===== config.mk =====
export PLATFORM = sky130hd
export DESIGN_NAME = mu_alu_log2
export DESIGN_NICKNAME = d
export VERILOG_FILES = /design/src/hw/mu_alu_pkg.sv /design/src/hw/mu_alu_log2.sv
export SDC_FILE = /design/constraint.sdc
export NUM_CORES = 1
export LEC_CHECK = 0
export ABC_AREA = 1
export BUFFER_PORTS_ARGS = -buffer_cell sky130_fd_sc_hd__buf_2
export CAP_MARGIN = 25
export CORE_MARGIN = 2
export CORE_UTILIZATION = 30
export CTS_BUF_LIST = sky130_fd_sc_hd__clkbuf_4 sky130_fd_sc_hd__clkbuf_8 sky130_fd_sc_hd__clkbuf_16
export DETAILED_ROUTE_END_ITERATION = 16
export PLACE_DENSITY = 0.47
export REMOVE_ABC_BUFFERS = 1
export SETUP_SLACK_MARGIN = 0.02
export SYNTH_ARGS = -nofsm -noshare
export SYNTH_HDL_FRONTEND = slang
export SYNTH_SLANG_ARGS = --single-unit

===== constraint.sdc =====
create_clock -name clk -period 7 [get_ports clk]
set_input_delay 0.35 -clock clk [delete_from_list [all_inputs] [get_ports clk]]
set_output_delay 0.35 -clock clk [all_outputs]
set_load 0.01 [all_outputs]

===== src/hw/mu_alu_pkg.sv =====
// Shared Q16.16 constants, opcode and state types; imported by every RTL module and the testbench
package mu_alu_pkg;

    // ======================================================================
    // Q16.16 number format
    // ======================================================================

    localparam int          Q16_FRAC_BITS = 16;
    localparam logic [31:0] Q16_ONE       = 32'h0001_0000;
    localparam logic [31:0] Q16_MAX       = 32'h7FFF_FFFF;
    // Most negative value, also the undefined logarithm result
    localparam logic [31:0] Q16_MIN       = 32'h8000_0000;

    // Fraction bits produced by the logarithm unit
    localparam int          LOG2_ITERS    = 16;

    // ======================================================================
    // Opcodes and FSM states
    // ======================================================================

    // Codes 6 and 7 are unused and return zero
    typedef enum logic [2:0] {
        OP_ADD       = 3'd0,
        OP_SUB       = 3'd1,
        OP_MUL       = 3'd2,
        OP_DIV       = 3'd3,
        OP_LOG2      = 3'd4,
        OP_INFO_GAIN = 3'd5
    } alu_op_e;

    typedef enum logic [1:0] {
        CTRL_IDLE,
        CTRL_ARITH,
        CTRL_LOG_WAIT,
        CTRL_RATIO
    } ctrl_state_e;

    typedef enum logic [1:0] {
        LOG_IDLE,
        LOG_NORM,
        LOG_ITER
    } log2_state_e;

endpackage


===== src/hw/mu_alu_log2.sv =====
// Multi-cycle base-2 logarithm of a Q16.16 value; pulse start, result is valid while done pulses
module mu_alu_log2 import mu_alu_pkg::*; (
    input  logic        clk,
    input  logic        rst_n,
    input  logic        start,
    input  logic [31:0] x,
    output logic        done,
    output logic [31:0] result,
    output logic        ovf
);

    log2_state_e state;

    logic        [31:0]              x_q;
    logic signed [5:0]               int_q;
    logic        [17:0]              mant_q;
    logic        [Q16_FRAC_BITS-1:0] frac_q;
    logic        [4:0]               iter_cnt;

    logic        [4:0]               lead_pos;
    logic        [31:0]              norm_w;
    logic        [35:0]              sq_w;
    logic        [17:0]              sq_sh;
    logic                            frac_bit;
    logic        [17:0]              mant_next;
    logic        [Q16_FRAC_BITS-1:0] frac_next;

    // ======================================================================
    // Normalization and squaring step
    // ======================================================================

    always_comb begin
        // Priority encoder, highest set bit wins
        lead_pos = '0;
        for (int i = 0; i < 32; i++) begin
            if (x_q[i]) begin
                lead_pos = 5'(i);
            end
        end

        // Move the leading one to bit 16, bits shifted out are dropped
        if (int'(lead_pos) >= Q16_FRAC_BITS) begin
            norm_w = x_q >> (int'(lead_pos) - Q16_FRAC_BITS);
        end else begin
            norm_w = x_q << (Q16_FRAC_BITS - int'(lead_pos));
        end

        // Mantissa in [1,2) squared lands in [1,4)
        sq_w      = mant_q * mant_q;
        sq_sh     = sq_w[33:16];
        frac_bit  = ({14'h0, sq_sh} >= (Q16_ONE << 1));
        mant_next = frac_bit ? (sq_sh >> 1) : sq_sh;
        frac_next = {frac_q[Q16_FRAC_BITS-2:0], frac_bit};
    end

    // ======================================================================
    // Control FSM
    // ======================================================================

    always_ff @(posedge clk or negedge rst_n) begin
        if (!rst_n) begin
            state    <= LOG_IDLE;
            done     <= 1'b0;
            result   <= '0;
            ovf      <= 1'b0;
            iter_cnt <= '0;
        end else begin
            done <= 1'b0;
            case (state)
                LOG_IDLE: begin
                    if (start) begin
                        if ($signed(x) <= 0) begin
                            // Undefined for zero and negative input
                            result <= Q16_MIN;
                            ovf    <= 1'b1;
                            done   <= 1'b1;
                        end else begin
                            state <= LOG_NORM;
                        end
                    end
                end
                LOG_NORM: begin
                    iter_cnt <= '0;
                    state    <= LOG_ITER;
                end
                LOG_ITER: begin
                    iter_cnt <= iter_cnt + 5'd1;
                    if (iter_cnt == 5'(LOG2_ITERS - 1)) begin
                        // Integer part in the upper half, fraction below
                        result <= {{10{int_q[5]}}, int_q, frac_next};
                        ovf    <= 1'b0;
                        done   <= 1'b1;
                        state  <= LOG_IDLE;
                    end
                end
                default: state <= LOG_IDLE;
            endcase
        end
    end

    // Datapath registers
    always_ff @(posedge clk) begin
        case (state)
            LOG_IDLE: begin
                if (start) begin
                    x_q <= x;
                end
            end
            LOG_NORM: begin
                int_q  <= 6'(lead_pos) - 6'(Q16_FRAC_BITS);
                mant_q <= norm_w[17:0];
                frac_q <= '0;
            end
            LOG_ITER: begin
                mant_q <= mant_next;
                frac_q <= frac_next;
            end
        endcase
    end

endmodule


* Word level (Yosys, flattened, before mapping)
Cells that the tools add are included.
** Storage, ports and cells
- Memories :: 0
- Output and inout port bits :: 34
- ROM bits :: 0
- Bits in latches :: 0
- Bits of input ports :: 35
- Bits in writable memories :: 0
- Word-level logic and storage cells :: 84
- Flip-flop bits (word level) :: 112
** Operators by class
- Add/subtract/negate cells :: 4
- Equal/unequal tests :: 7
- $lt $le $gt $ge :: 3
- Reductions and logical operators :: 6
- Mux-type cells :: 52
- Bitwise logic cells :: 0
- Shift operators :: 2
- $mul :: 1
- Div/mod/pow operators :: 0
** Operator list (number)
- two-way mux 5 bit :: 28
- two-way mux 32 bit :: 3
- case mux 32 bit (2 select lines) :: 1
- two-way mux 18 bit :: 2
- case mux 18 bit (2 select lines) :: 1
- multiplier 18 x 18 -> 34 bit :: 1
- less-or-equal comparator 32 x 1 -> 1 bit, second input constant :: 1
- left shift 32 x 32 -> 18 bit :: 1
- >> shifter 32 x 32 -> 18 bit :: 1
- case mux 15 bit (2 select lines) :: 1
- greater-or-equal comparator 18 bit, second input constant :: 1
- subtractor 5 x 5 -> 6 bit, second input constant :: 2
- two-way mux 2 bit :: 5
- case mux 5 bit (2 select lines) :: 1
- != test 2 bit, second input constant :: 4
- two-way mux 1 bit :: 7
- case mux 2 bit (3 select lines) :: 1
- subtractor 5 x 5 -> 6 bit, first input constant :: 1
- adder 5 x 1 -> 5 bit, second input constant :: 1
- equality test 5 x 4 -> 1 bit, second input constant :: 1
- greater-or-equal comparator 5 bit, second input constant :: 1
- case mux 1 bit (2 select lines) :: 2
- AND reduction 4 bit :: 1
- nonzero test 2 bit :: 2
- 5 further kinds :: 5

* Logic depth before layout (Yosys ltp)
- Depth in word-level cells :: 35
- Mapped depth :: 43
- Gate-level depth less buffers :: 41

* Least setup slack after synthesis
OpenSTA, ideal clock, no wires.
- Kind :: reg-to-reg
- Start :: register mant_q[3]
- End :: register mant_q[3], data pin
- Setup time :: 0.257 ns
- Data required time :: 6.743 ns
- Arrival :: 6.392 ns
- Path slack :: 0.351 ns
- Buffers on the path :: 3
- Period minus slack after synthesis :: 6.649 ns
- Cell stages (with the launch flop) :: 33
- Cell sequence :: edfxtp_1 -> clkbuf_1 -> clkbuf_1 -> nand2_1 -> fa_1 -> fa_1 -> fa_1 -> inv_1 -> fa_1 -> inv_1 -> fa_1 -> inv_1 -> fa_1 -> ha_1 -> a21oi_1 -> o21a_1 -> o21ai_2 -> a21oi_2 -> inv_1 -> nand2_1 -> nand2_1 -> nand2_1 -> nand2_1 -> nand3_1 -> nand2_1 -> nand2_1 -> o211ai_1 -> a21oi_2 -> xor2_2 -> inv_2 -> buf_6 -> o211ai_1 -> nand2_1
** On the way
- Longest elaborated chain between the ends :: 4
** RTL lines
- start, declared :: line mu_alu_log2.sv:16 : logic [17:0] mant_q;
- start signal, assigned :: line mu_alu_log2.sv:111 : mant_q <= norm_w[17:0];
- start signal, assigned :: line mu_alu_log2.sv:115 : mant_q <= mant_next;
- multiplier 18 x 18 -> 34 bit (*) :: line mu_alu_log2.sv:49 : sq_w = mant_q * mant_q;
- greater-or-equal comparator 18 bit :: line mu_alu_log2.sv:51 : frac_bit = ({14'h0, sq_sh} >= (Q16_ONE << 1));
- two-way mux 18 bit (*) :: line mu_alu_log2.sv:52 : mant_next = frac_bit ? (sq_sh >> 1) : sq_sh;
- case mux 18 bit (2 select lines) (*) :: line mu_alu_log2.sv:103 : case (state)
Mark *: on every way between the ends. The rest lies on a longest branch, timed or not.
A chain may end at the register's enable or synchronous reset.

* Final worst setup path
- Start :: register mant_q[10]
- End :: register mant_q[13], data pin
The elaborated chain is that of the path after synthesis.

==> summary.md <==
| Metric | Value |
|---|---|
| Number of synthesized flops with an enable pin | `70` |
| CTS Buf Count | `9` |
| CTS H-tree lvls | `3` |
| Cells after Synth | `1907` |
| Crit path DAT | `between 6 and 7 ns` |
| Drt pass-1 iters | `5` |
| Fin Hold WS | `~0.036 ns` |
| Register area | `2880 um^2` |
| Input/output buffers | `between 60 and 70` |
| Req. time, crit path | `approximately 7.1 ns` |
| Fraction of layout cells with a size suffix above 1 | `0.109` |
| Hold Fails Final Rpt | `0` |
| Synth Area in Adders | `0.375` |
| Post-Synth Simple-Gate Area | `0.192` |
| Syn Std Cell Area | `around 15000 um^2` |
| Gr usage total | `0.149` |
| Worst r2r src | `mant_q[10]` |
| Clock slew at reported path FFs | `0.08 ns` |
| GR Overflow Total | `0` |
| DRT Wirelength | `~38000 um` |
| Status | `finished, final reports clean` |
| CTS Root Buffer Type | `clkbuf_16` |
| Row cnt | `82` |
| Via/cell ratio | `roughly 4.5` |
| CP max stage delay | `0.53 ns` |
| R2r endpoint | `mant_q[13]` |
| Fmax | `~150 MHz` |
| First-pass GRT wire length | `62700 um` |
| Sequential element share of the synthesized area | `0.190` |
| Post-synth ARST share | `0.307` |
| Dominant cells by area after synthesis | `fa_1 (29%), edfxtp_1 (14%), inv_1 (12%), nand2_1 (12%), ha_1 (9.0%)` |
| Clock Sinks | `101` |
| DRC violations left | `0` |
| HP Class | `in -> async` |
| CORE AREA | `approximately 50000 um^2` |
| Final net count | `between 2000 and 2500` |
| CTS tree | `done` |
| Detailed placer's ending HPWL | `roughly 30000 um` |
| Compound-Gate Fraction of Synth Area | `0.0623` |
| Vias post-DR | `11807` |
| Initial antenna violation count | `0` |
| Largest family of logic cells by synthesized area | `adder cells` |
| Starting Density | `0.303` |
| Worst-Margin Slew | `~0.94 ns` |
| Yosys warns | `0` |
| Area share of xor/xnor cells in the synthesized design | `0.0178` |
| Endpoint type of the worst setup path | `flop` |
| Die height | `approximately 230 um` |
| Synth cell types | `50` |
| Post-DR wirelength/cell | `about 14 um` |
| Area of the multi-input gates | `~10000 um^2` |
| Die area | `52300 um^2` |
| Area delta synth->final | `11.7%` |
| Detail Route Antenna Nets | `0` |
| Clk buf depth | `2` |
| Minimum clock period | `approximately 6.6 ns` |
| Initial drt markers | `roughly 630` |
| Clock Latency Late Sink | `about 0.36 ns` |
| Yosys top cell by area | `fa_1` |
| Slew Viols, Final | `0` |
| Max cap viols | `0` |
| Ys flop type | `edfxtp_1` |
| Fill count | `approximately 5400` |
| Vias in the first global route | `between 10000 and 15000` |
| Clk_skew | `approximately 0.011 ns` |
| R2R depth | `34` |
| Crit Path Category | `reg -> reg` |
| Final worst path period share | `0.946` |
| Startpoint types | `flop` |
| Avg Cell Area, Syn | `7.95 um^2` |
| Slowest-stage cell, CP | `fa_1` |
| Pin count of the biggest net entering global routing | `82` |
| FF-to-FF setup slack | `around 0.38 ns` |
| CP Max Fanout | `7` |
| Die Wd | `229 um` |
| Synth top area share | `0.285` |
| Antenna Diode Count | `0` |
| Register bit count reported by yosys | `between 100 and 150` |
| RD Place Congestion | `0.840` |
| Final setup vio count | `0` |
| Multiplexer share of the synthesized area | `0.0118` |
| IO Pins | `a little under 70` |
| Slew headroom | `0.368` |
==> layout make-up <==
class / count / share of cell area
clock buffers: 10 / 0.0141
clock inverters: 6 / 0.00370
inverters: 490 / 0.109
multi-input cells: 1229 / 0.597
flip-flops and latches: 101 / 0.170
well taps: 672 / 0.0497
repair buffers: 138 / 0.0568
==> cells in the mapped netlist (2+ instances only) <==
| cell type | instances |
|---|---|
| nand2_1 | 469 |
| buf_6 | 8 |
| nand4_1 | 12 |
| nor4_1 | 11 |
| a21oi_1 | 38 |
| or2_2 | 4 |
| mux2_2 | 15 |
| xor2_1 | 13 |
| ha_1 | 109 |
| o22ai_1 | 3 |
| xnor2_1 | 16 |
| a21oi_2 | 2 |
| fa_1 | 216 |
| o21a_1 | 3 |
| o211ai_1 | 28 |
| edfxtp_1 | 70 |
| clkbuf_1 | 55 |
| buf_1 | 8 |
| nand2_2 | 3 |
| nand3_1 | 128 |
| nor2_1 | 55 |
| inv_1 | 483 |
| clkinv_1 | 2 |
| o31ai_1 | 2 |
| a21o_1 | 2 |
| a31oi_1 | 2 |
| buf_2 | 4 |
| nor2_4 | 2 |
| inv_2 | 5 |
| buf_4 | 12 |
| dfrtp_1 | 31 |
| nor3_1 | 7 |
| nand3_2 | 2 |
| o21ai_2 | 2 |
| o21ai_0 | 43 |
| o21ai_1 | 28 |
==> through the flow <==
stage,area (um^2),setup WS (ns),instances,TNS [ns],util
floorplan,14700,0.266,1820,0,-
global placement,16100,0.314,2593,0,0.323
detailed placement,16100,0.248,2593,0,0.323
CTS,16400,0.195,2609,0,0.329
global route,16900,-0.00705,2646,-0.0117,0.339
finish,16900,0.380,2646,0,0.339
==> cell usage in the layout, fill, tap and decap left out, types with 3 or more instances in the layout <==
cell and instances:
ha_1 106, xor2_1 13, a21oi_2 7, or2_2 4, inv_1 482, nor3_1 7
nor4_1 11, buf_4 56, o21ai_0 42, inv_6 3, nand3_2 3, fa_1 215
ha_4 3, edfxtp_1 70, nor2_1 55, a21oi_1 33, o22ai_1 3, xnor2_1 15
clkbuf_16 9, nand2_2 11, nand3_1 127, o21ai_1 29, nand2_1 461, mux2_2 15
inv_2 5, buf_12 5, o21a_1 3, dfrtp_1 31, nand4_1 12, buf_2 68
buf_6 9, o211ai_1 28
==> worst max-delay path by stage <==
stage / end / cells after the start / slack (ns) / start
global placement: mant_q[3] / 31 / 0.31 / mant_q[10]
floorplan: mant_q[12] / 30 / 0.27 / mant_q[5]
global route: mant_q[13] / 37 / -0.007 / mant_q[5]
detailed placement: mant_q[3] / 31 / 0.25 / mant_q[10]
CTS: mant_q[3] / 31 / 0.20 / mant_q[10]
finish: mant_q[13] / 34 / 0.38 / mant_q[10]
==> state kept, by name, indices dropped and copies added (netlist names) <==
name / flops
done: 1
frac_q: 15
int_q: 5
iter_cnt: 5
mant_q: 18
ovf: 1
result: 22
state: 2
x_q: 32
==> cells by family (layout without fill, tap and decap cells) <==
logic type / count (synthesis) / in the layout
mux: 16 / 16
fa+ha+maj: 325 / 325
compound gates: 161 / 161
buf+inv: 577 / 644
simple gates: 697 / 697
xor+xnor: 30 / 30
flops: 101 / 101
==> routing by layer <==
layer / share of wire / up-vias / GRT usage
li1: - / 5885 / -
met5: 0 / - / 0
met4: 0.018 / 0 / 0.0398
met1: 0.47 / 5685 / 0.205
met2: 0.48 / 202 / 0.250
met3: 0.026 / 35 / 0.0114
==> critical path, delay by kind of cell (launching register included) <==
| family | cells | cell delay (ns) |
|---|---|---|
| XOR/XNOR | 1 | 0.26 |
| AO/OA/AOI/OAI | 5 | 0.77 |
| adder cells (fa/ha/maj) | 7 | 3.21 |
| flip-flops | 1 | 0.47 |
| buffers and inverters | 9 | 0.87 |
| AND/OR/NAND/NOR | 12 | 0.80 |
==> what timing repair did <==
item | in CTS | in global routing
endpoints found under the setup margin | 0 | 19
gates resized for setup | 0 | 45
setup buffers | 0 | 37
hold buffers | 0 | 0
Power is not shown: default switching activity piles up to over one toggle a cycle in this logic, so the estimate is an artifact.
