[src/hw/mu_alu_pkg.sv]
// Shared Q16.16 constants, opcode and state types; imported by every RTL module and the testbench
package mu_alu_pkg;

    // ======================================================================
    // Q16.16 number format
    // ======================================================================

    localparam int          Q16_FRAC_BITS = 16;
    localparam logic [31:0] Q16_ONE       = 32'h0001_0000;
    localparam logic [31:0] Q16_MAX       = 32'h7FFF_FFFF;
    // Most negative value, also the undefined logarithm result
    localparam logic [31:0] Q16_MIN       = 32'h8000_0000;

    // Fraction bits produced by the logarithm unit
    localparam int          LOG2_ITERS    = 16;

    // ======================================================================
    // Opcodes and FSM states
    // ======================================================================

    // Codes 6 and 7 are unused and return zero
    typedef enum logic [2:0] {
        OP_ADD       = 3'd0,
        OP_SUB       = 3'd1,
        OP_MUL       = 3'd2,
        OP_DIV       = 3'd3,
        OP_LOG2      = 3'd4,
        OP_INFO_GAIN = 3'd5
    } alu_op_e;

    typedef enum logic [1:0] {
        CTRL_IDLE,
        CTRL_ARITH,
        CTRL_LOG_WAIT,
        CTRL_RATIO
    } ctrl_state_e;

    typedef enum logic [1:0] {
        LOG_IDLE,
        LOG_NORM,
        LOG_ITER
    } log2_state_e;

endpackage

[src/hw/mu_alu_ctrl.sv]
// ALU controller; captures a request, sequences divider and logarithm, registers the result
module mu_alu_ctrl import mu_alu_pkg::*; (
    input  logic        clk,
    input  logic        rst_n,
    input  logic        valid,
    input  logic [2:0]  op,
    input  logic [31:0] operand_a,
    input  logic [31:0] operand_b,
    output alu_op_e     op_q,
    output logic [31:0] a_q,
    output logic [31:0] b_q,
    output logic        ratio_mode,
    input  logic [31:0] arith_result,
    input  logic        arith_ovf,
    input  logic [31:0] div_quotient,
    input  logic        div_ovf,
    output logic        log2_start,
    output logic [31:0] log2_in,
    input  logic        log2_done,
    input  logic [31:0] log2_result,
    input  logic        log2_ovf,
    output logic [31:0] result,
    output logic        ready,
    output logic        overflow
);

    ctrl_state_e state;

    // Divider flag carried over to the logarithm stage of information gain
    logic ratio_ovf_q;

    assign ratio_mode = (op_q == OP_INFO_GAIN);

    // ======================================================================
    // Sequencing and output registers
    // ======================================================================

    always_ff @(posedge clk or negedge rst_n) begin
        if (!rst_n) begin
            state      <= CTRL_IDLE;
            result     <= '0;
            ready      <= 1'b0;
            overflow   <= 1'b0;
            log2_start <= 1'b0;
        end else begin
            ready      <= 1'b0;
            log2_start <= 1'b0;
            case (state)
                CTRL_IDLE: begin
                    if (valid) begin
                        case (alu_op_e'(op))
                            OP_LOG2: begin
                                log2_start <= 1'b1;
                                state      <= CTRL_LOG_WAIT;
                            end
                            OP_INFO_GAIN: state <= CTRL_RATIO;
                            default:      state <= CTRL_ARITH;
                        endcase
                    end
                end
                CTRL_ARITH: begin
                    if (op_q == OP_DIV) begin
                        result   <= div_quotient;
                        overflow <= div_ovf;
                    end else begin
                        result   <= arith_result;
                        overflow <= arith_ovf;
                    end
                    ready <= 1'b1;
                    state <= CTRL_IDLE;
                end
                CTRL_LOG_WAIT: begin
                    if (log2_done) begin
                        result   <= log2_result;
                        overflow <= log2_ovf | ratio_ovf_q;
                        ready    <= 1'b1;
                        state    <= CTRL_IDLE;
                    end
                end
                CTRL_RATIO: begin
                    if (a_q == b_q) begin
                        // No change in count, no information
                        result   <= '0;
                        overflow <= 1'b0;
                        ready    <= 1'b1;
                        state    <= CTRL_IDLE;
                    end else if (div_quotient == '0) begin
                        result   <= '0;
                        overflow <= 1'b1;
                        ready    <= 1'b1;
                        state    <= CTRL_IDLE;
                    end else begin
                        log2_start <= 1'b1;
                        state      <= CTRL_LOG_WAIT;
                    end
                end
                default: state <= CTRL_IDLE;
            endcase
        end
    end

    // Operand and logarithm input registers
    always_ff @(posedge clk) begin
        if (state == CTRL_IDLE && valid) begin
            op_q        <= alu_op_e'(op);
            a_q         <= operand_a;
            b_q         <= operand_b;
            log2_in     <= operand_a;
            ratio_ovf_q <= 1'b0;
        end else if (state == CTRL_RATIO) begin
            log2_in     <= div_quotient;
            ratio_ovf_q <= div_ovf;
        end
    end

endmodule

[config.mk]
export PLATFORM = sky130hd
export DESIGN_NAME = mu_alu_ctrl
export DESIGN_NICKNAME = d
export VERILOG_FILES = /design/src/hw/mu_alu_pkg.sv /design/src/hw/mu_alu_ctrl.sv
export SDC_FILE = /design/constraint.sdc
export NUM_CORES = 1
export LEC_CHECK = 0
export BUFFER_PORTS_ARGS = -buffer_cell sky130_fd_sc_hd__buf_2
export CORE_UTILIZATION = 46
export DETAILED_ROUTE_END_ITERATION = 8
export GPL_TIMING_DRIVEN = 0
export HOLD_SLACK_MARGIN = 0.02
export PLACE_DENSITY = 0.8
export SETUP_SLACK_MARGIN = 0.05
export SYNTH_ARGS = -nofsm -noshare
export SYNTH_HDL_FRONTEND = slang
export SYNTH_SLANG_ARGS = --single-unit
[constraint.sdc]
create_clock -name clk -period 5.5 [get_ports clk]
set_input_delay 0 -clock clk [delete_from_list [all_inputs] [get_ports clk]]
set_output_delay 0 -clock clk [all_outputs]
set_load 0.005 [all_outputs]
== After elaboration in Yosys (flattened, before gate mapping) ==
Index checks and enable logic that the tools add are counted.

* Register bits: 137
* Bits in latches: 0
* RAM bits: 0
* Bits in read-only memories: 0
* Output and inout bits: 135
* Logic and storage cells: 56
* Memories: 0

* Add/subtract/negate cells: 0
* Multipliers: 0
* Divide/modulo/power cells: 0
* Order comparisons: 0
* Eq/ne operators: 11
* Shift-type cells: 0
* Muxes and demuxes: 27
* Bitwise logic cells: 1
* Reductions and logical operators: 7

{| class="wikitable"
|+ Operators by type and width
! kind !! number
|-
| 32-bit 2-to-1 mux || 6
|-
| 32-bit case mux with 3 select lines || 1
|-
| 32-bit == test || 1
|-
| 32-bit logical NOT || 1
|-
| 1-bit 2-to-1 mux || 11
|-
| 3-bit == test (second input constant) || 3
|-
| 2-bit 2-to-1 mux || 4
|-
| 2-bit case mux with 4 select lines || 1
|-
| 1-bit case mux with 3 select lines || 2
|-
| 2-bit == test (second input constant) || 2
|-
| 2-bit != test (second input constant) || 2
|-
| 2-bit case mux with 2 select lines || 1
|-
| 3-bit by 2-bit == test with 1-bit output (second input constant) || 1
|-
| 3-bit != test (second input constant) || 1
|-
| 3-bit AND reduction || 1
|-
| 3-bit nonzero test || 1
|-
| 2-bit by 1-bit == test with 1-bit output (second input constant) || 1
|-
| 2-bit logical NOT || 1
|-
| 1-bit case mux with 2 select lines || 1
|-
| 2-bit AND reduction || 1
|-
| 2-bit nonzero test || 1
|-
| 1-bit logical AND || 1
|-
| 1-bit bitwise OR || 1
|}

== Depth between registers and ports, before layout ==
Gate-level depths: netlist (run 1).

* Depth in word-level cells: 4
* Mapped depth: 9

== Worst setup path before layout (run 1) ==
No wires, ideal clock.

* Path type: reg-to-reg
* From: reg state[1]
* To: reg log2_in[0], enable pin
* Arrival: 3.895 ns
* Required time: 5.125 ns
* Slack: 1.230 ns
* Cell stages (with the launch flop): 7
* Period minus slack after synthesis: 4.270 ns
* Path through: dfrtp_1 inv_1 ha_1 and2_1 clkbuf_1 clkbuf_1 or2_2

* Word-level cells in the longest chain between the ends: 3

{| class="wikitable"
|+ RTL lines
! element !! line !! text
|-
| start: declaration || mu_alu_ctrl.sv:27 || <nowiki>ctrl_state_e state;</nowiki>
|-
| start signal: assignment || mu_alu_ctrl.sv:40 || <nowiki>state <= CTRL_IDLE;</nowiki>
|-
| start signal: assignment || mu_alu_ctrl.sv:54 || <nowiki>state <= CTRL_LOG_WAIT;</nowiki>
|-
| start signal: assignment || mu_alu_ctrl.sv:56 || <nowiki>OP_INFO_GAIN: state <= CTRL_RATIO;</nowiki>
|-
| 2-bit logical NOT || mu_alu_ctrl.sv:104 || <nowiki>if (state == CTRL_IDLE && valid) begin</nowiki>
|-
| 1-bit logical AND || mu_alu_ctrl.sv:104 ||
|-
| 2-bit nonzero test (no source line) * || - ||
|-
| end signal: assignment || mu_alu_ctrl.sv:108 || <nowiki>log2_in <= operand_a;</nowiki>
|-
| end signal: assignment || mu_alu_ctrl.sv:111 || <nowiki>log2_in <= div_quotient;</nowiki>
|-
| end: declaration || mu_alu_ctrl.sv:18 || <nowiki>output logic [31:0] log2_in,</nowiki>
|}

Mark *: on every way between the ends. The rest lies on a longest branch, timed or not.
A chain may end at the register's enable or synchronous reset.

== Worst setup path in the final report (run 1) ==
* From: reg state[1]
* To: reg log2_in[5], enable pin

Same word-level chain as after synthesis.

==> results of run 1 <==
==> what timing repair did <==
action	4_1_cts	5_1_grt
endpoints found under the hold margin	174	0
hold buffers	135	0
gates resized for setup	0	0
==> path summary, 6_finish.rpt <==
| kind | from | endpoint | depth (start not counted) |
|---|---|---|---|
| setup / recovery | state[1] | log2_in[5] | 6 |
| hold / removal | arith_result[9] | result[9] | 4 |
| setup reg to reg | state[1] | log2_in[5] | 6 |
| hold reg to reg | result[26] | result[26] | 1 |
| max in group asynchronous | rst_n | result[2] | 2 |
| min in group asynchronous | rst_n | result[17] | 2 |
==> layer usage <==
metal	vias up	global-route usage [%]
li1	2440	-
met1	2755	35.9
met2	370	59.3
met3	74	8.19
met4	0	17.8
met5	-	0
==> kinds of logic after synthesis <==
| group | after synthesis | synth area share [%] |
|---|---|---|
| flip-flops | 137 | 63.6 |
| multiplexers | 98 | 19.0 |
| AND/OR/NAND/NOR | 70 | 5.65 |
| AO/OA/AOI/OAI | 45 | 3.98 |
| XOR/XNOR | 32 | 4.55 |
| buffers and inverters | 23 | 2.38 |
| adder cells (fa/ha/maj) | 4 | 0.813 |
==> worst min-delay path: cells and delay by family <==
family,cells,cell delay [ps]
AOI/OAI and AO/OA,1,150
buffers and inverters,1,70
muxes,2,200
==> final cells by class <==
cell class / count / area share [%]
Buffer: 19 / 1.38
Tap cell: 172 / 2.19
Clock buffer: 17 / 4.33
Timing Repair Buffer: 440 / 29.4
Sequential cell: 137 / 39.9
Clock inverter: 13 / 1.31
Inverter: 4 / 0.153
Multi-Input combinational cell: 249 / 21.3
==> sequential cells by signal, summed over array words and instances (netlist names) <==
name	count
ratio_ovf_q	1
log2_in	32
a_q	32
op_q	3
b_q	32
state	2
ready	1
overflow	1
result	32
log2_start	1
==> power by group through the flow <==
stage | Combinational [W] | Clock [W] | Sequential, W
finish | 0.00179 | 0.00109 | 0.00171
global route | 0.00188 | 0.00114 | 0.00174
CTS | 0.00175 | 0.00109 | 0.00169
detailed placement | 0.00165 | 0 | 0.00170
global placement | 0.00160 | 0 | 0.00170
floorplan | 0.000991 | 0 | 0.00173
==> cell usage in the layout, fill, tap and decap left out, types with 10 or more instances in the layout <==
cell           instances
edfxtp_1              99
mux2_4                29
buf_2                307
o21ai_0               36
dlygate4sd3_1        135
dfrtp_1               37
nand2_1               38
mux2i_1               34
clkbuf_16             17
mux2_2                35
nand4_1               10
xnor2_1               32
==> metrics by stage <==
| stage | setup TNS, ps | hold slack [ps] | util, % | power, W |
|---|---|---|---|---|
| 6_report | 0 | 42.5 | 76.6 | 0.00459 |
| 5_1_grt | 0 | 37.7 | 76.6 | 0.00476 |
| 4_1_cts | 0 | 23.4 | 76.6 | 0.00453 |
| 3_5_place_dp | 0 | 149 | 61.7 | 0.00335 |
| 3_3_place_gp | -3890 | 136 | 61.6 | 0.00330 |
| 2_1_floorplan | 0 | -296 | - | 0.00272 |
==> impl_metrics.tcl, run 1 <==
set metrics [dict create \
    cts.sinks 137 \
    dp_cells 886 \
    postSynthCellCount 409 \
    layout_setup_ws_ps 2430 \
    slowest_delay_ps 760 \
    wl_per_cell_um 22.0 \
    grt_usage_pct 33.1 \
    grt_overflow_total 0 \
    clock.fmax_mhz 325 \
    status "finished, final reports clean" \
    cts_buffers 17 \
    worstPathArrival_ps 3110 \
    core_um2 12800 \
    dieHeight_um 118 \
    netlist_area_um2 6160 \
    drc 0 \
    ant_nets 0 \
    top_layer_used "met4" \
    worstSkewPairLatency_ps 410 \
    start_kind "register" \
    multi_input_area_um2 2090 \
    synth_top_area_share_pct 48.3 \
    diodes 0 \
    yosysTopAreaCell "edfxtp_1" \
    areaGrowthSynthToFinish_pct 59.5 \
    p_leak_nw 4.43 \
    p_seq_share_pct 37.2 \
    path_cells "inv_1, ha_1, and2_1, clkbuf_1, clkbuf_4, or2_2" \
    pwr-share-clk_pct 23.8 \
    hpwl_um 15200 \
    synth_edf_count 99 \
    drv_slew 0 \
    clk_pin_slew_ps 60 \
    dr_wl_met2_um 12000 \
    stdcell_area_um2 9820 \
    finalCritPeriodShare_pct 55.9 \
    avgSynthCellArea_um2 15.1 \
    start_util_pct 48.0 \
    grt_pass1_vias 6020 \
    synth_nets 583 \
    p_int_w 0.00312 \
    sw_frac_of_total_pct 32.0 \
    drt_wl_total_um 23100 \
    die_area_um2 13900 \
    yosysSeqAreaShare_pct 63.6 \
    route.met3.wl_um 1830 \
    synth_cell_types 34 \
    p_switching_w 0.00147 \
    root_buffer "clkbuf_16" \
    min_period_ps 3070 \
    power_per_cell_area_nw_per_um2 467 \
    cts_setup_buffers 0 \
    synthArstFlopShare_pct 27.0 \
    antenna_found_initial 0 \
    synth.most_common_cell "edfxtp_1" \
    hp-class "in -> reg" \
    rows 41 \
    crit_path_end_kind "register" \
    drt-vias-per-instance 5.37 \
    num_vias 5639 \
    slew_headroom_pct 42.6 \
    gp_congestion 0.911 \
    worstPathRequired_ps 5530 \
    io_buffer_count 304 \
    grt_first_pass_wirelength_um 33800 \
    cts_buffer_depth 2 \
    slowest_stage "or2_2" \
    combPwrFrac_pct 38.9 \
    dr.pass1.iters 7 \
    drive_gt1_share_pct 46.6 \
    regArea_um2 3920 \
    finalHoldViolations 0 \
    ys_ff_latch 137 \
    drt-met1-wl_um 8220 \
    cts_tree "done" \
    synth_common_cells "99 x edfxtp_1, 38 x nand2_1, 37 x dfrtp_1" \
    tightestPinTransition_ps 860 \
    critPathTopFamily "buffers and inverters" \
    rsz0062_at_grt "no" \
    htreeDepth 4 \
    ys.warnings.count 0 \
    dpl_cell_area_um2 7920 \
    io_pins 305 \
    cp_num_buf_inv 3 \
    fin_skew_ps 15.3 \
    ys.flop_type "edfxtp_1" \
    post-place-ws_ps 2400 \
    first_iter_violations 419 \
    vdd_drop_max_v 0.000258 \
    fin_cells 1051 \
    maxCapViolCount 0 \
    path_class "reg -> reg" \
    cp_max_fo 32 \
    die_x_um 118 \
    setup_violations 0 \
    fill_cells 774 \
    fin_nets 1042 \
    r2r_setup_slack_ps 2430 \
    ys_top_cells_by_area "edfxtp_1 48%, dfrtp_1 15%, mux2_4 7.1%" \
    grt_max_degree 46 \
]
Power figures use the tool's default switching activity.
==> run 2: changes to the inputs <==
Settings changed: CORE_UTILIZATION 46 to 42, PLACE_DENSITY 0.8 to 0.77.
Clock period 5.5 ns to 2.76 ns, I/O delays scaled along.
==> impl_metrics.tcl, run 2 (synthesis gave the netlist of run 1 again) <==
set metrics [dict create \
    status "finished, final reports clean" \
    io_buffer_count 304 \
    slowest_stage "and2_1" \
    power_w 0.00920 \
    first_iter_violations 337 \
    start_util_pct 43.7 \
    finalCritPeriodShare_pct 91.5 \
    fin_cells 1063 \
    drc 0 \
    post-place-ws_ps -412 \
    crit_path_end_kind "register" \
    fin_skew_ps 8.39 \
    rsz0062_at_grt "no" \
    vdd_drop_max_v 0.000493 \
    layout_commonest_cell "buf_2" \
    clk_pin_slew_ps 60 \
    core_um2 14100 \
    p_leak_nw 4.45 \
    tightestPinTransition_ps 859 \
    cp_max_fo 77 \
    drt_wl_total_um 22800 \
    finalSetupTns_ps 0 \
    slowest_delay_ps 470 \
    hp-class "in -> reg" \
    antenna_found_initial 0 \
    setup_violations 0 \
    critPathTopFamily "simple AND/OR/NAND/NOR gates" \
    grt_max_degree 77 \
    areaGrowthSynthToFinish_pct 60.6 \
    path_cells "inv_1, ha_1, and2_1, clkbuf_16, or2_2" \
    grt_pass1_vias 5965 \
    drt-vias-per-instance 5.19 \
    cts_buffers 17 \
    slew_headroom_pct 42.8 \
    path_class "reg -> reg" \
    min_period_ps 2520 \
    dp_cells 893 \
    worstSkewPairLatency_ps 420 \
    ant_nets 0 \
    worstPathRequired_ps 2820 \
    htreeDepth 4 \
    grt_overflow_total 0 \
    cts_tree "done" \
    clock.fmax_mhz 396 \
    start_kind "register" \
    maxCapViolCount 0 \
    final_cell_mix "307 x buf_2, 137 x dlygate4sd3_1, 99 x edfxtp_1, 38 x nand2_1, 37 x dfrtp_1" \
    die_x_um 123 \
    wl_per_cell_um 21.5 \
    hpwl_um 15300 \
    cts_setup_buffers 0 \
    num_vias 5512 \
    power_per_cell_area_nw_per_um2 930 \
    worstPathArrival_ps 2590 \
    grt_first_pass_wirelength_um 32300 \
    finalHoldViolations 0 \
    rows 43 \
    fin_hold_ws_ps 27.9 \
    dieHeight_um 123 \
    drive_gt1_share_pct 46.4 \
    cts.sinks 137 \
    gp_congestion 0.862 \
    cp_num_buf_inv 2 \
    fin_nets 1043 \
    dr.pass1.iters 5 \
    layout_setup_ws_ps 235 \
    io_pins 305 \
    root_buffer "clkbuf_16" \
    grt_usage_pct 30.0 \
    die_area_um2 15200 \
    cts_buffer_depth 2 \
    drv_slew 0 \
]
==> run 2: layout make-up <==
| cell class | count | area, µm² |
|---|---|---|
| Timing Repair Buffer | 441 | 2890 |
| Antenna cell | 1 | 2.50 |
| Fill cell | 947 | 4210 |
| Clock inverter | 13 | 153 |
| Buffer | 18 | 149 |
| Multi-Input combinational cell | 250 | 2100 |
| Inverter | 4 | 15.0 |
| Clock buffer | 19 | 433 |
| Tap cell | 180 | 225 |
| Sequential cell | 137 | 3920 |
==> run 2: final timing paths <==
check,from,end,slack (ps),depth (start not counted)
max,state[1],log2_in[17],240,5
min,arith_result[15],result[15],30,4
max reg2reg,state[1],log2_in[17],240,5
min reg2reg,result[2],result[2],510,1
max in group asynchronous,rst_n,result[28],1990,2
min in group asynchronous,rst_n,result[15],230,2
==> run 2: through the flow <==
step                instance area (µm²)  util, %
finish                             9890     70.2
floorplan                          6170        -
detailed placement                 7920     56.2
CTS                                9880     70.1
global route                       9890     70.1
global placement                   7920     56.2
==> run 2: power breakdown <==
part,internal (W),switching (W)
clock,0.00141,0.000882
combinational,0.00185,0.00167
sequential,0.00302,0.000354
total,0.00629,0.00291
==> run 2: worst reg2reg max path, cell delays in order (launching register included) <==
cell	delay (ps)
dfrtp_1	450
inv_1	130
ha_1	180
and2_1	470
clkbuf_16	470
or2_2	480
==> run 2: repair_timing <==
item | 4_1_cts | 5_1_grt
pin swaps | 0 | 1
gates resized for setup | 2 | 0
hold endpoints to repair | 174 | 0
cloned | 0 | 1
endpoints found under the setup margin | 32 | 32
hold buffers | 137 | 0
==> run 2: metal layers <==
| metal | GRT usage (%) | part of all wire, % | vias up |
|---|---|---|---|
| li1 | - | - | 2445 |
| met1 | 31.9 | 37 | 2662 |
| met2 | 54.5 | 52 | 332 |
| met3 | 8.49 | 7.8 | 73 |
| met4 | 14.7 | 3.7 | 0 |
| met5 | 0 | 0 | - |
